### config.mk
export PLATFORM = sky130hd
export DESIGN_NAME = conv_acc
export DESIGN_NICKNAME = d
export VERILOG_FILES = /design/src/verilog/acc_cfg_pkg.sv /design/src/verilog/acc_mem_pkg.sv /design/src/verilog/bus_switcher.sv /design/src/verilog/conv_1x1.sv /design/src/verilog/conv_3x3.sv /design/src/verilog/conv_acc.sv /design/src/verilog/max_pool.sv
export SDC_FILE = /design/constraint.sdc
export NUM_CORES = 2
export LEC_CHECK = 0
export ABC_AREA = 1
export BUFFER_PORTS_ARGS = -buffer_cell sky130_fd_sc_hd__buf_2
export CAP_MARGIN = 20
export CORE_ASPECT_RATIO = 1.5
export CORE_MARGIN = 2
export CORE_UTILIZATION = 48
export CTS_BUF_LIST = sky130_fd_sc_hd__clkbuf_8
export CTS_CLUSTER_DIAMETER = 50
export DETAILED_ROUTE_END_ITERATION = 7
export PLACE_DENSITY = 0.67
export SETUP_SLACK_MARGIN = 0.1
export SLEW_MARGIN = 20
export SYNTH_ARGS = -nofsm -noshare
export SYNTH_HDL_FRONTEND = slang
export SYNTH_SLANG_ARGS = --single-unit
export TNS_END_PERCENT = 30
### constraint.sdc
create_clock -name clk_i -period 7.5 [get_ports clk_i]
set_clock_uncertainty 0.05 [all_clocks]
set_input_delay 0.75 -clock clk_i [delete_from_list [all_inputs] [get_ports clk_i]]
set_output_delay 0.75 -clock clk_i [all_outputs]
set_load 0.01 [all_outputs]
### src/verilog/acc_cfg_pkg.sv
package acc_cfg_pkg;

  typedef enum logic [3:0] {
    MODE_CONV_1X1 = 4'h1,
    MODE_CONV_3X3 = 4'h2,
    MODE_MAX_POOL = 4'h3
  } acc_mode_t;

  typedef logic signed [7:0] pixel_t;

  typedef struct packed {
    logic signed [15:0] bias;
    logic [3:0]         shift;
    logic               relu_en;
    logic [10:0]        rsvd;
  } conv_param_t;

  typedef struct packed {
    pixel_t      floor;
    logic [23:0] rsvd;
  } pool_param_t;

  // Word at parameter address 0
  typedef union packed {
    conv_param_t conv;
    pool_param_t pool;
  } layer_param_u;

  // Shift, optional ReLU, then clamp to int8
  function automatic pixel_t conv_post(input logic signed [31:0] acc, input conv_param_t prm);
    logic signed [31:0] sh;
    sh = acc >>> prm.shift;
    if (prm.relu_en && (sh < 0)) begin
      sh = '0;
    end
    if (sh > 32'sd127) begin
      return 8'sd127;
    end
    if (sh < -32'sd128) begin
      return -8'sd128;
    end
    return pixel_t'(sh);
  endfunction

endpackage

### src/verilog/acc_mem_pkg.sv
package acc_mem_pkg;

  typedef logic [31:0] mem_word_t;

  // Single-port SRAM request sampled on every clock
  typedef struct packed {
    logic        en;
    logic        we;
    logic [15:0] addr;
    mem_word_t   wdata;
  } mem_req_t;

endpackage

### src/verilog/bus_switcher.sv
module bus_switcher (
  input  acc_cfg_pkg::acc_mode_t mode_i,
  input  logic                   start_i,
  output logic                   finish_o,
  output acc_mem_pkg::mem_req_t  param_req_o,
  output acc_mem_pkg::mem_req_t  wgt_req_o,
  output acc_mem_pkg::mem_req_t  in_req_o,
  output acc_mem_pkg::mem_req_t  out_req_o,
  // 1x1 convolution
  output logic                   c1_start_o,
  input  logic                   c1_finish_i,
  input  acc_mem_pkg::mem_req_t  c1_param_req_i,
  input  acc_mem_pkg::mem_req_t  c1_wgt_req_i,
  input  acc_mem_pkg::mem_req_t  c1_in_req_i,
  input  acc_mem_pkg::mem_req_t  c1_out_req_i,
  // 3x3 convolution
  output logic                   c3_start_o,
  input  logic                   c3_finish_i,
  input  acc_mem_pkg::mem_req_t  c3_param_req_i,
  input  acc_mem_pkg::mem_req_t  c3_wgt_req_i,
  input  acc_mem_pkg::mem_req_t  c3_in_req_i,
  input  acc_mem_pkg::mem_req_t  c3_out_req_i,
  // Max pool
  output logic                   mp_start_o,
  input  logic                   mp_finish_i,
  input  acc_mem_pkg::mem_req_t  mp_param_req_i,
  input  acc_mem_pkg::mem_req_t  mp_in_req_i,
  input  acc_mem_pkg::mem_req_t  mp_out_req_i
);
  import acc_cfg_pkg::*;

  always_comb begin
    c1_start_o  = 1'b0;
    c3_start_o  = 1'b0;
    mp_start_o  = 1'b0;
    finish_o    = 1'b0;
    param_req_o = '0;
    wgt_req_o   = '0;
    in_req_o    = '0;
    out_req_o   = '0;
    case (mode_i)
      MODE_CONV_1X1: begin
        c1_start_o  = start_i;
        finish_o    = c1_finish_i;
        param_req_o = c1_param_req_i;
        wgt_req_o   = c1_wgt_req_i;
        in_req_o    = c1_in_req_i;
        out_req_o   = c1_out_req_i;
      end
      MODE_CONV_3X3: begin
        c3_start_o  = start_i;
        finish_o    = c3_finish_i;
        param_req_o = c3_param_req_i;
        wgt_req_o   = c3_wgt_req_i;
        in_req_o    = c3_in_req_i;
        out_req_o   = c3_out_req_i;
      end
      MODE_MAX_POOL: begin
        // No weights needed here
        mp_start_o  = start_i;
        finish_o    = mp_finish_i;
        param_req_o = mp_param_req_i;
        in_req_o    = mp_in_req_i;
        out_req_o   = mp_out_req_i;
      end
      default: begin
        // Unused code leaves everything disconnected
      end
    endcase
  end

endmodule

### src/verilog/conv_1x1.sv
module conv_1x1 #(
  parameter int FMAP_W = 8,
  parameter int FMAP_H = 8
) (
  input  logic                   clk_i,
  input  logic                   rst_n_i,
  input  logic                   start_i,
  output logic                   finish_o,
  output acc_mem_pkg::mem_req_t  param_req_o,
  output acc_mem_pkg::mem_req_t  wgt_req_o,
  output acc_mem_pkg::mem_req_t  in_req_o,
  output acc_mem_pkg::mem_req_t  out_req_o,
  input  acc_mem_pkg::mem_word_t param_rdata_i,
  input  acc_mem_pkg::mem_word_t wgt_rdata_i,
  input  acc_mem_pkg::mem_word_t in_rdata_i
);
  import acc_cfg_pkg::*;
  import acc_mem_pkg::*;

  localparam int NPIX = FMAP_W * FMAP_H;

  typedef enum logic [1:0] {S_IDLE, S_CFG, S_RUN, S_DRAIN} state_t;

  state_t             state_q;
  mem_req_t           param_req_q;
  mem_req_t           wgt_req_q;
  mem_req_t           in_req_q;
  mem_req_t           out_req_q;
  logic               cfg_vld_q;
  logic               pix_vld_q;
  logic               mul_vld_q;
  logic               finish_q;
  logic [15:0]        wr_addr_q;
  layer_param_u       prm_q;
  pixel_t             wgt_q;
  logic signed [31:0] acc_q;

  always_ff @(posedge clk_i) begin
    if (!rst_n_i) begin
      state_q     <= S_IDLE;
      param_req_q <= '0;
      wgt_req_q   <= '0;
      in_req_q    <= '0;
      out_req_q   <= '0;
      cfg_vld_q   <= 1'b0;
      pix_vld_q   <= 1'b0;
      mul_vld_q   <= 1'b0;
      finish_q    <= 1'b0;
      wr_addr_q   <= '0;
    end else begin
      param_req_q.en <= 1'b0;
      wgt_req_q.en   <= 1'b0;
      finish_q       <= 1'b0;
      // Read data shows up one cycle after the request
      cfg_vld_q      <= param_req_q.en;
      pix_vld_q      <= in_req_q.en;
      mul_vld_q      <= pix_vld_q;
      out_req_q.en   <= mul_vld_q;
      out_req_q.we   <= mul_vld_q;
      if (mul_vld_q) begin
        out_req_q.addr  <= wr_addr_q;
        out_req_q.wdata <= 32'(conv_post(acc_q, prm_q.conv));
        wr_addr_q       <= wr_addr_q + 16'd1;
      end
      case (state_q)
        S_IDLE: begin
          if (start_i) begin
            param_req_q.en <= 1'b1;
            wgt_req_q.en   <= 1'b1;
            wr_addr_q      <= '0;
            state_q        <= S_CFG;
          end
        end
        S_CFG: begin
          if (cfg_vld_q) begin
            in_req_q.en   <= 1'b1;
            in_req_q.addr <= '0;
            state_q       <= S_RUN;
          end
        end
        S_RUN: begin
          if (in_req_q.addr == 16'(NPIX - 1)) begin
            in_req_q.en <= 1'b0;
            state_q     <= S_DRAIN;
          end else begin
            in_req_q.addr <= in_req_q.addr + 16'd1;
          end
        end
        S_DRAIN: begin
          if (out_req_q.en && (out_req_q.addr == 16'(NPIX - 1))) begin
            finish_q <= 1'b1;
            state_q  <= S_IDLE;
          end
        end
        default: state_q <= S_IDLE;
      endcase
    end
  end

  // Multiply stage
  always_ff @(posedge clk_i) begin
    if (cfg_vld_q) begin
      prm_q <= param_rdata_i;
      wgt_q <= pixel_t'(wgt_rdata_i[7:0]);
    end
    if (pix_vld_q) begin
      acc_q <= pixel_t'(in_rdata_i[7:0]) * wgt_q + prm_q.conv.bias;
    end
  end

  assign param_req_o = param_req_q;
  assign wgt_req_o   = wgt_req_q;
  assign in_req_o    = in_req_q;
  assign out_req_o   = out_req_q;
  assign finish_o    = finish_q;

endmodule

### src/verilog/conv_3x3.sv
module conv_3x3 #(
  parameter int FMAP_W = 8,
  parameter int FMAP_H = 8
) (
  input  logic                   clk_i,
  input  logic                   rst_n_i,
  input  logic                   start_i,
  output logic                   finish_o,
  output acc_mem_pkg::mem_req_t  param_req_o,
  output acc_mem_pkg::mem_req_t  wgt_req_o,
  output acc_mem_pkg::mem_req_t  in_req_o,
  output acc_mem_pkg::mem_req_t  out_req_o,
  input  acc_mem_pkg::mem_word_t param_rdata_i,
  input  acc_mem_pkg::mem_word_t wgt_rdata_i,
  input  acc_mem_pkg::mem_word_t in_rdata_i
);
  import acc_cfg_pkg::*;
  import acc_mem_pkg::*;

  localparam int OUT_W = FMAP_W - 2;
  localparam int OUT_H = FMAP_H - 2;

  typedef enum logic [2:0] {S_IDLE, S_LOAD, S_ISSUE, S_WAIT, S_LAST} state_t;

  state_t             state_q;
  mem_req_t           param_req_q;
  mem_req_t           wgt_req_q;
  mem_req_t           in_req_q;
  mem_req_t           out_req_q;
  logic               param_vld_q;
  logic               wgt_vld_q;
  logic               rd_vld_q;
  logic               finish_q;
  logic [3:0]         wgt_idx_q;
  logic [3:0]         req_k_q;
  logic [3:0]         rd_k_q;
  logic [3:0]         inflight_q;
  logic [1:0]         kr_q;
  logic [1:0]         kc_q;
  logic [15:0]        orow_q;
  logic [15:0]        ocol_q;
  logic [15:0]        wr_addr_q;
  logic [15:0]        rd_addr;
  logic               load_done;
  logic               win_done;
  layer_param_u       prm_q;
  pixel_t             wgt_q [9];
  logic signed [31:0] acc_q;

  assign rd_addr   = 16'((orow_q + 16'(kr_q)) * FMAP_W + ocol_q + 16'(kc_q));
  assign load_done = (state_q == S_LOAD) && wgt_vld_q && (wgt_idx_q == 4'd8);
  // All nine products are in the accumulator
  assign win_done  = (state_q == S_WAIT) && (inflight_q == '0) && !in_req_q.en;

  always_ff @(posedge clk_i) begin
    if (!rst_n_i) begin
      state_q     <= S_IDLE;
      param_req_q <= '0;
      wgt_req_q   <= '0;
      in_req_q    <= '0;
      out_req_q   <= '0;
      param_vld_q <= 1'b0;
      wgt_vld_q   <= 1'b0;
      rd_vld_q    <= 1'b0;
      finish_q    <= 1'b0;
      inflight_q  <= '0;
    end else begin
      param_req_q.en <= 1'b0;
      out_req_q.en   <= 1'b0;
      out_req_q.we   <= 1'b0;
      finish_q       <= 1'b0;
      param_vld_q    <= param_req_q.en;
      wgt_vld_q      <= wgt_req_q.en;
      wgt_idx_q      <= wgt_req_q.addr[3:0];
      rd_vld_q       <= in_req_q.en;
      rd_k_q         <= req_k_q;
      inflight_q     <= inflight_q + 4'(in_req_q.en) - 4'(rd_vld_q);
      case (state_q)
        S_IDLE: begin
          if (start_i) begin
            param_req_q.en <= 1'b1;
            wgt_req_q.en   <= 1'b1;
            wgt_req_q.addr <= '0;
            kr_q           <= '0;
            kc_q           <= '0;
            orow_q         <= '0;
            ocol_q         <= '0;
            wr_addr_q      <= '0;
            state_q        <= S_LOAD;
          end
        end
        S_LOAD: begin
          if (wgt_req_q.en) begin
            if (wgt_req_q.addr == 16'd8) begin
              wgt_req_q.en <= 1'b0;
            end else begin
              wgt_req_q.addr <= wgt_req_q.addr + 16'd1;
            end
          end
          if (load_done) begin
            state_q <= S_ISSUE;
          end
        end
        S_ISSUE: begin
          in_req_q.en   <= 1'b1;
          in_req_q.addr <= rd_addr;
          req_k_q       <= 4'(kr_q * 3 + kc_q);
          if (kc_q == 2'd2) begin
            kc_q <= '0;
            if (kr_q == 2'd2) begin
              kr_q    <= '0;
              state_q <= S_WAIT;
            end else begin
              kr_q <= kr_q + 2'd1;
            end
          end else begin
            kc_q <= kc_q + 2'd1;
          end
        end
        S_WAIT: begin
          in_req_q.en <= 1'b0;
          if (win_done) begin
            out_req_q.en    <= 1'b1;
            out_req_q.we    <= 1'b1;
            out_req_q.addr  <= wr_addr_q;
            out_req_q.wdata <= 32'(conv_post(acc_q, prm_q.conv));
            wr_addr_q       <= wr_addr_q + 16'd1;
            state_q         <= S_ISSUE;
            if (ocol_q == 16'(OUT_W - 1)) begin
              ocol_q <= '0;
              if (orow_q == 16'(OUT_H - 1)) begin
                state_q <= S_LAST;
              end else begin
                orow_q <= orow_q + 16'd1;
              end
            end else begin
              ocol_q <= ocol_q + 16'd1;
            end
          end
        end
        S_LAST: begin
          // Last write is on the bus now
          finish_q <= 1'b1;
          state_q  <= S_IDLE;
        end
        default: state_q <= S_IDLE;
      endcase
    end
  end

  always_ff @(posedge clk_i) begin
    if (param_vld_q) begin
      prm_q <= param_rdata_i;
    end
    if (wgt_vld_q) begin
      wgt_q[wgt_idx_q] <= pixel_t'(wgt_rdata_i[7:0]);
    end
    if (load_done || win_done) begin
      acc_q <= 32'(prm_q.conv.bias);
    end else if (rd_vld_q) begin
      acc_q <= acc_q + pixel_t'(in_rdata_i[7:0]) * wgt_q[rd_k_q];
    end
  end

  assign param_req_o = param_req_q;
  assign wgt_req_o   = wgt_req_q;
  assign in_req_o    = in_req_q;
  assign out_req_o   = out_req_q;
  assign finish_o    = finish_q;

endmodule

### src/verilog/conv_acc.sv
module conv_acc #(
  parameter int FMAP_W = 8,
  parameter int FMAP_H = 8
) (
  input  logic                   clk_i,
  input  logic                   rst_n_i,
  input  logic                   start_i,
  input  acc_cfg_pkg::acc_mode_t mode_i,
  output logic                   finish_o,
  output acc_mem_pkg::mem_req_t  param_req_o,
  output acc_mem_pkg::mem_req_t  wgt_req_o,
  output acc_mem_pkg::mem_req_t  in_req_o,
  output acc_mem_pkg::mem_req_t  out_req_o,
  input  acc_mem_pkg::mem_word_t param_rdata_i,
  input  acc_mem_pkg::mem_word_t wgt_rdata_i,
  input  acc_mem_pkg::mem_word_t in_rdata_i
);
  import acc_mem_pkg::*;

  // 1x1 convolution
  logic     c1_start;
  logic     c1_finish;
  mem_req_t c1_param_req;
  mem_req_t c1_wgt_req;
  mem_req_t c1_in_req;
  mem_req_t c1_out_req;

  // 3x3 convolution
  logic     c3_start;
  logic     c3_finish;
  mem_req_t c3_param_req;
  mem_req_t c3_wgt_req;
  mem_req_t c3_in_req;
  mem_req_t c3_out_req;

  // Max pool
  logic     mp_start;
  logic     mp_finish;
  mem_req_t mp_param_req;
  mem_req_t mp_in_req;
  mem_req_t mp_out_req;

  bus_switcher i_bus_switcher (
    .mode_i         (mode_i),
    .start_i        (start_i),
    .finish_o       (finish_o),
    .param_req_o    (param_req_o),
    .wgt_req_o      (wgt_req_o),
    .in_req_o       (in_req_o),
    .out_req_o      (out_req_o),
    .c1_start_o     (c1_start),
    .c1_finish_i    (c1_finish),
    .c1_param_req_i (c1_param_req),
    .c1_wgt_req_i   (c1_wgt_req),
    .c1_in_req_i    (c1_in_req),
    .c1_out_req_i   (c1_out_req),
    .c3_start_o     (c3_start),
    .c3_finish_i    (c3_finish),
    .c3_param_req_i (c3_param_req),
    .c3_wgt_req_i   (c3_wgt_req),
    .c3_in_req_i    (c3_in_req),
    .c3_out_req_i   (c3_out_req),
    .mp_start_o     (mp_start),
    .mp_finish_i    (mp_finish),
    .mp_param_req_i (mp_param_req),
    .mp_in_req_i    (mp_in_req),
    .mp_out_req_i   (mp_out_req)
  );

  // Read data goes to every engine
  conv_1x1 #(
    .FMAP_W (FMAP_W),
    .FMAP_H (FMAP_H)
  ) i_conv_1x1 (
    .clk_i         (clk_i),
    .rst_n_i       (rst_n_i),
    .start_i       (c1_start),
    .finish_o      (c1_finish),
    .param_req_o   (c1_param_req),
    .wgt_req_o     (c1_wgt_req),
    .in_req_o      (c1_in_req),
    .out_req_o     (c1_out_req),
    .param_rdata_i (param_rdata_i),
    .wgt_rdata_i   (wgt_rdata_i),
    .in_rdata_i    (in_rdata_i)
  );

  conv_3x3 #(
    .FMAP_W (FMAP_W),
    .FMAP_H (FMAP_H)
  ) i_conv_3x3 (
    .clk_i         (clk_i),
    .rst_n_i       (rst_n_i),
    .start_i       (c3_start),
    .finish_o      (c3_finish),
    .param_req_o   (c3_param_req),
    .wgt_req_o     (c3_wgt_req),
    .in_req_o      (c3_in_req),
    .out_req_o     (c3_out_req),
    .param_rdata_i (param_rdata_i),
    .wgt_rdata_i   (wgt_rdata_i),
    .in_rdata_i    (in_rdata_i)
  );

  max_pool #(
    .FMAP_W (FMAP_W),
    .FMAP_H (FMAP_H)
  ) i_max_pool (
    .clk_i         (clk_i),
    .rst_n_i       (rst_n_i),
    .start_i       (mp_start),
    .finish_o      (mp_finish),
    .param_req_o   (mp_param_req),
    .in_req_o      (mp_in_req),
    .out_req_o     (mp_out_req),
    .param_rdata_i (param_rdata_i),
    .in_rdata_i    (in_rdata_i)
  );

endmodule

### src/verilog/max_pool.sv
module max_pool #(
  parameter int FMAP_W = 8,
  parameter int FMAP_H = 8
) (
  input  logic                   clk_i,
  input  logic                   rst_n_i,
  input  logic                   start_i,
  output logic                   finish_o,
  output acc_mem_pkg::mem_req_t  param_req_o,
  output acc_mem_pkg::mem_req_t  in_req_o,
  output acc_mem_pkg::mem_req_t  out_req_o,
  input  acc_mem_pkg::mem_word_t param_rdata_i,
  input  acc_mem_pkg::mem_word_t in_rdata_i
);
  import acc_cfg_pkg::*;
  import acc_mem_pkg::*;

  localparam int OUT_W = FMAP_W / 2;
  localparam int OUT_H = FMAP_H / 2;

  typedef enum logic [2:0] {S_IDLE, S_CFG, S_ISSUE, S_WAIT, S_LAST} state_t;

  state_t       state_q;
  mem_req_t     param_req_q;
  mem_req_t     in_req_q;
  mem_req_t     out_req_q;
  logic         cfg_vld_q;
  logic         rd_vld_q;
  logic         finish_q;
  logic         dr_q;
  logic         dc_q;
  logic [15:0]  prow_q;
  logic [15:0]  pcol_q;
  logic [15:0]  wr_addr_q;
  logic [15:0]  rd_addr;
  logic         win_done;
  logic         max_clr;
  layer_param_u prm_q;
  pixel_t       pix;
  pixel_t       max_q;
  pixel_t       pooled;

  assign rd_addr  = 16'((2 * prow_q + 16'(dr_q)) * FMAP_W + 2 * pcol_q + 16'(dc_q));
  assign win_done = (state_q == S_WAIT) && !in_req_q.en && !rd_vld_q;
  assign max_clr  = ((state_q == S_CFG) && cfg_vld_q) || win_done;
  assign pix      = pixel_t'(in_rdata_i[7:0]);
  // Lower clamp
  assign pooled   = (max_q < prm_q.pool.floor) ? prm_q.pool.floor : max_q;

  always_ff @(posedge clk_i) begin
    if (!rst_n_i) begin
      state_q     <= S_IDLE;
      param_req_q <= '0;
      in_req_q    <= '0;
      out_req_q   <= '0;
      cfg_vld_q   <= 1'b0;
      rd_vld_q    <= 1'b0;
      finish_q    <= 1'b0;
    end else begin
      param_req_q.en <= 1'b0;
      out_req_q.en   <= 1'b0;
      out_req_q.we   <= 1'b0;
      finish_q       <= 1'b0;
      cfg_vld_q      <= param_req_q.en;
      rd_vld_q       <= in_req_q.en;
      case (state_q)
        S_IDLE: begin
          if (start_i) begin
            param_req_q.en <= 1'b1;
            dr_q           <= 1'b0;
            dc_q           <= 1'b0;
            prow_q         <= '0;
            pcol_q         <= '0;
            wr_addr_q      <= '0;
            state_q        <= S_CFG;
          end
        end
        S_CFG: begin
          if (cfg_vld_q) begin
            state_q <= S_ISSUE;
          end
        end
        S_ISSUE: begin
          // Walk the 2x2 block row by row
          in_req_q.en   <= 1'b1;
          in_req_q.addr <= rd_addr;
          dc_q          <= !dc_q;
          if (dc_q) begin
            dr_q <= !dr_q;
            if (dr_q) begin
              state_q <= S_WAIT;
            end
          end
        end
        S_WAIT: begin
          in_req_q.en <= 1'b0;
          if (win_done) begin
            out_req_q.en    <= 1'b1;
            out_req_q.we    <= 1'b1;
            out_req_q.addr  <= wr_addr_q;
            out_req_q.wdata <= 32'(pooled);
            wr_addr_q       <= wr_addr_q + 16'd1;
            state_q         <= S_ISSUE;
            if (pcol_q == 16'(OUT_W - 1)) begin
              pcol_q <= '0;
              if (prow_q == 16'(OUT_H - 1)) begin
                state_q <= S_LAST;
              end else begin
                prow_q <= prow_q + 16'd1;
              end
            end else begin
              pcol_q <= pcol_q + 16'd1;
            end
          end
        end
        S_LAST: begin
          finish_q <= 1'b1;
          state_q  <= S_IDLE;
        end
        default: state_q <= S_IDLE;
      endcase
    end
  end

  always_ff @(posedge clk_i) begin
    if (cfg_vld_q) begin
      prm_q <= param_rdata_i;
    end
    if (max_clr) begin
      max_q <= -8'sd128;
    end else if (rd_vld_q && (pix > max_q)) begin
      max_q <= pix;
    end
  end

  assign param_req_o = param_req_q;
  assign in_req_o    = in_req_q;
  assign out_req_o   = out_req_q;
  assign finish_o    = finish_q;

endmodule
==> impl_metrics.tcl <==
set metrics [dict create \
    pre_cts_ws_ns -0.00118 \
    post-synth-top-area-fraction_pct 26.2 \
    fmax_achieved_mhz 142 \
    tritoncts "built" \
    p_comb_share_pct 65.3 \
    clk_transition_reported_paths_ns 0.06 \
    routabilityCongestion 0.939 \
    maxSlewViolCount 0 \
    first_global_vias 27407 \
    grt_overflow 0 \
    detailedRoute.firstIterationViolations 1610 \
    clock_network_power_share_pct 13.0 \
    flow.area_growth_from_synthesis_pct 8.04 \
    yosys.area_share.xor_xnor_pct 2.63 \
    final_hold_viol_count 0 \
    setup_repair_after_global_routing_missed_its_margin "false" \
    cts_max_path_buffers 3 \
    first_pass_grt_wire_length_mm 140 \
    synth_sequential_area_ratio_pct 37.9 \
    cts-hold-fix-buffers 0 \
    syn-instance-count 4148 \
    switchingPower_mw 8.80 \
    insertion_delay_ns 0.70 \
    period_needed_ns 7.04 \
    placeableCoreArea_um2 69200 \
    synth.most_common_cell "sky130_fd_sc_hd__nand2_1" \
    via_count 27563 \
    initial_util_pct 48.6 \
    cell_internal_pwr_mw 9.20 \
    total_clock_buffers_created_by_cts 80 \
    synth_enable_flop_cells 293 \
    critPathMaxFanout 31 \
    clock_sinks 490 \
    timing.slew.headroom_pct 27.6 \
    layout_setup_ws_ns 0.455 \
    final_nets 4659 \
    cp-start-kind "register" \
    htreeDepth 3 \
    design_power_total_mw 18.0 \
    critical_path.endpoint_type "register" \
    period_share_pct 93.9 \
    worstMarginPinSlew_ns 1.09 \
    yosys-mux-area-fraction_pct 0.714 \
    yosys_warnings 0 \
    final_cells 5218 \
    length_of_the_first_detailed_routing_pass_in_iterations 7 \
    p_leak_nw 16.4 \
    ys_types 59 \
    crit_path_max_incr_delay_ns 0.61 \
    io_buffer_count 129 \
    post-route-drc-count 0 \
    hpwlAfterDp_mm 68.5 \
    synthTopCellsByCount "sky130_fd_sc_hd__nand2_1 (751), sky130_fd_sc_hd__inv_1 (635), sky130_fd_sc_hd__nor2_1 (355)" \
    num_io_pins 304 \
    critical_path_required_ns 7.82 \
    post_drt_wl_per_cell_um 17.0 \
    grt_max_degree 79 \
    layout.core_utilization_pct 52.5 \
    syn_avg_cell_area_um2 8.11 \
    syn-cell-area_um2 33600 \
    vias_per_cell 5.28 \
    reported_max_cap_violation_count 0 \
    setup_viol_count_final 0 \
    asyncSetResetFlopFracSynth_pct 0 \
    die-area_um2 72300 \
    vdd_drop_max_mv 0.717 \
    cell_at_the_slowest_stage_of_the_critical_path "sky130_fd_sc_hd__fa_1" \
    fin_tns_setup_ns 0 \
    arrival_ns 7.36 \
    rows 118 \
    synth_top_area_cell "sky130_fd_sc_hd__edfxtp_1" \
    path_class "register to register" \
    outcome "finished clean" \
    grt_use_total_pct 24.7 \
    post_detailed_route_count_of_antenna_violating_nets 0 \
    hold_path.class "input pin to register" \
    flip_flop_cell_with_the_highest_count_after_synthesis "sky130_fd_sc_hd__edfxtp_1" \
    top_cells_by_area_synth "sky130_fd_sc_hd__edfxtp_1 (26%), sky130_fd_sc_hd__dfxtp_1 (12%), sky130_fd_sc_hd__nand2_1 (8.4%), sky130_fd_sc_hd__fa_1 (8.2%), sky130_fd_sc_hd__inv_1 (7.1%)" \
    die_h_um 328 \
    synth_area_in_compound_gates_pct 12.0 \
    post_synth_and_or_nand_nor_area_fraction_pct 20.1 \
    pwr-share-seq_pct 21.7 \
    post_route_cells_drive_above_1_share_pct 8.87 \
    antenna_found_initial 6 \
    synth_adder_area_share_pct 14.5 \
    finalWirelength_mm 88.9 \
    floorplan.die.width_um 220 \
    cell_at_the_root_of_the_clock_tree "sky130_fd_sc_hd__clkbuf_8" \
    p_sw_share_pct 48.9 \
    synth_seq_cells 490 \
    dp_cells 5066 \
    power.density_nw_per_um2 495 \
    largest_family_of_logic_cells_by_synthesized_area "simple AND/OR/NAND/NOR gates" \
]
==> final timing paths <==
check	startpoint	endpoint	slack, ns	cells past startpoint
setup / recovery	register	i_conv_3x3.acc_q[30]	0.46	30
hold / removal	param_rdata_i[15]	i_conv_3x3.prm_q[15]	0.22	1
setup reg to reg	register	i_conv_3x3.acc_q[30]	0.46	30
hold reg to reg	i_conv_1x1.param_req_o[49]	i_conv_1x1.cfg_vld_q	0.38	2
==> layout by cell type, fill, tap and decap left out, drive strengths merged, types with 115 or more instances in the layout <==
cell and instances:
o21ai 271, nand2 757, buf 180, conb 115, nand3 270, fa 138, ha 168, edfxtp 293
inv 683, nor2 362, a21oi 321, dfxtp 197
==> worst max-delay path: cells and delay by family, from the launching register on <==
family / cells / cell delay (ns)
DFF: 1 / 0.36
AOI/OAI and AO/OA: 9 / 1.60
adders and majority gates: 6 / 2.81
buffers and inverters: 7 / 0.85
muxes: 1 / 0.23
and+or+nand+nor: 7 / 0.82
==> power groups by stage <==
stage | clock (mW) | sequential (mW) | combinational (mW)
after detailed placement | 0 | 3.97 | 10.9
after CTS | 2.38 | 3.91 | 11.0
final | 2.33 | 3.91 | 11.8
after global placement | 0 | 3.96 | 10.7
after floorplan | 0 | 3.86 | 8.05
after global routing | 2.48 | 3.95 | 13.1
==> through the flow <==
stage	area (µm²)	hold slack (ns)
2_1_floorplan	34100	0.357
3_3_place_gp	34600	0.364
3_5_place_dp	34600	0.371
4_1_cts	36200	0.163
5_1_grt	36300	0.185
6_report	36300	0.215
==> sequential cells by signal, indices dropped and copies added (netlist names), 21 cells and up, named ones only <==
name / count
i_conv_3x3.wgt_q: 72
i_conv_1x1.prm_q: 21
i_conv_3x3.prm_q: 21
i_conv_3x3.out_req_o: 25
i_conv_3x3.acc_q: 32
i_conv_1x1.out_req_o: 25
i_max_pool.out_req_o: 25
==> layout make-up <==
type,instances,area (µm²)
Timing Repair Buffer,180,1070
Inverter,648,2430
Multi-Input combinational cell,2850,17400
Tap cell,900,1130
Clock inverter,63,398
Fill cell,6740,32900
Sequential cell,490,12700
Antenna cell,2,5.00
Clock buffer,85,1170
==> cells by family (layout without fill, tap and decap cells) <==
group           Yosys count  in the layout
flops                   490            490
simple gates           1572           1572
other cells               1            117
mux                      24             24
xor+xnor                101            101
buf+inv                 922            976
compound gates          732            732
fa+ha+maj               306            306
==> per-layer routing <==
layer	GRT usage (%)	vias up	wire, µm
met5	0	-	51
met4	13.9	8	4940
li1	-	13598	-
met2	44.8	777	45500
met3	4.22	246	5040
met1	27.1	12934	33400
==> timing repair <==
action	in CTS	in global routing
setup buffers	0	2
pin swaps	0	2
resized for setup	2	44
setup endpoints to repair	2	17
Note: power is estimated with default switching activity, not from simulation.
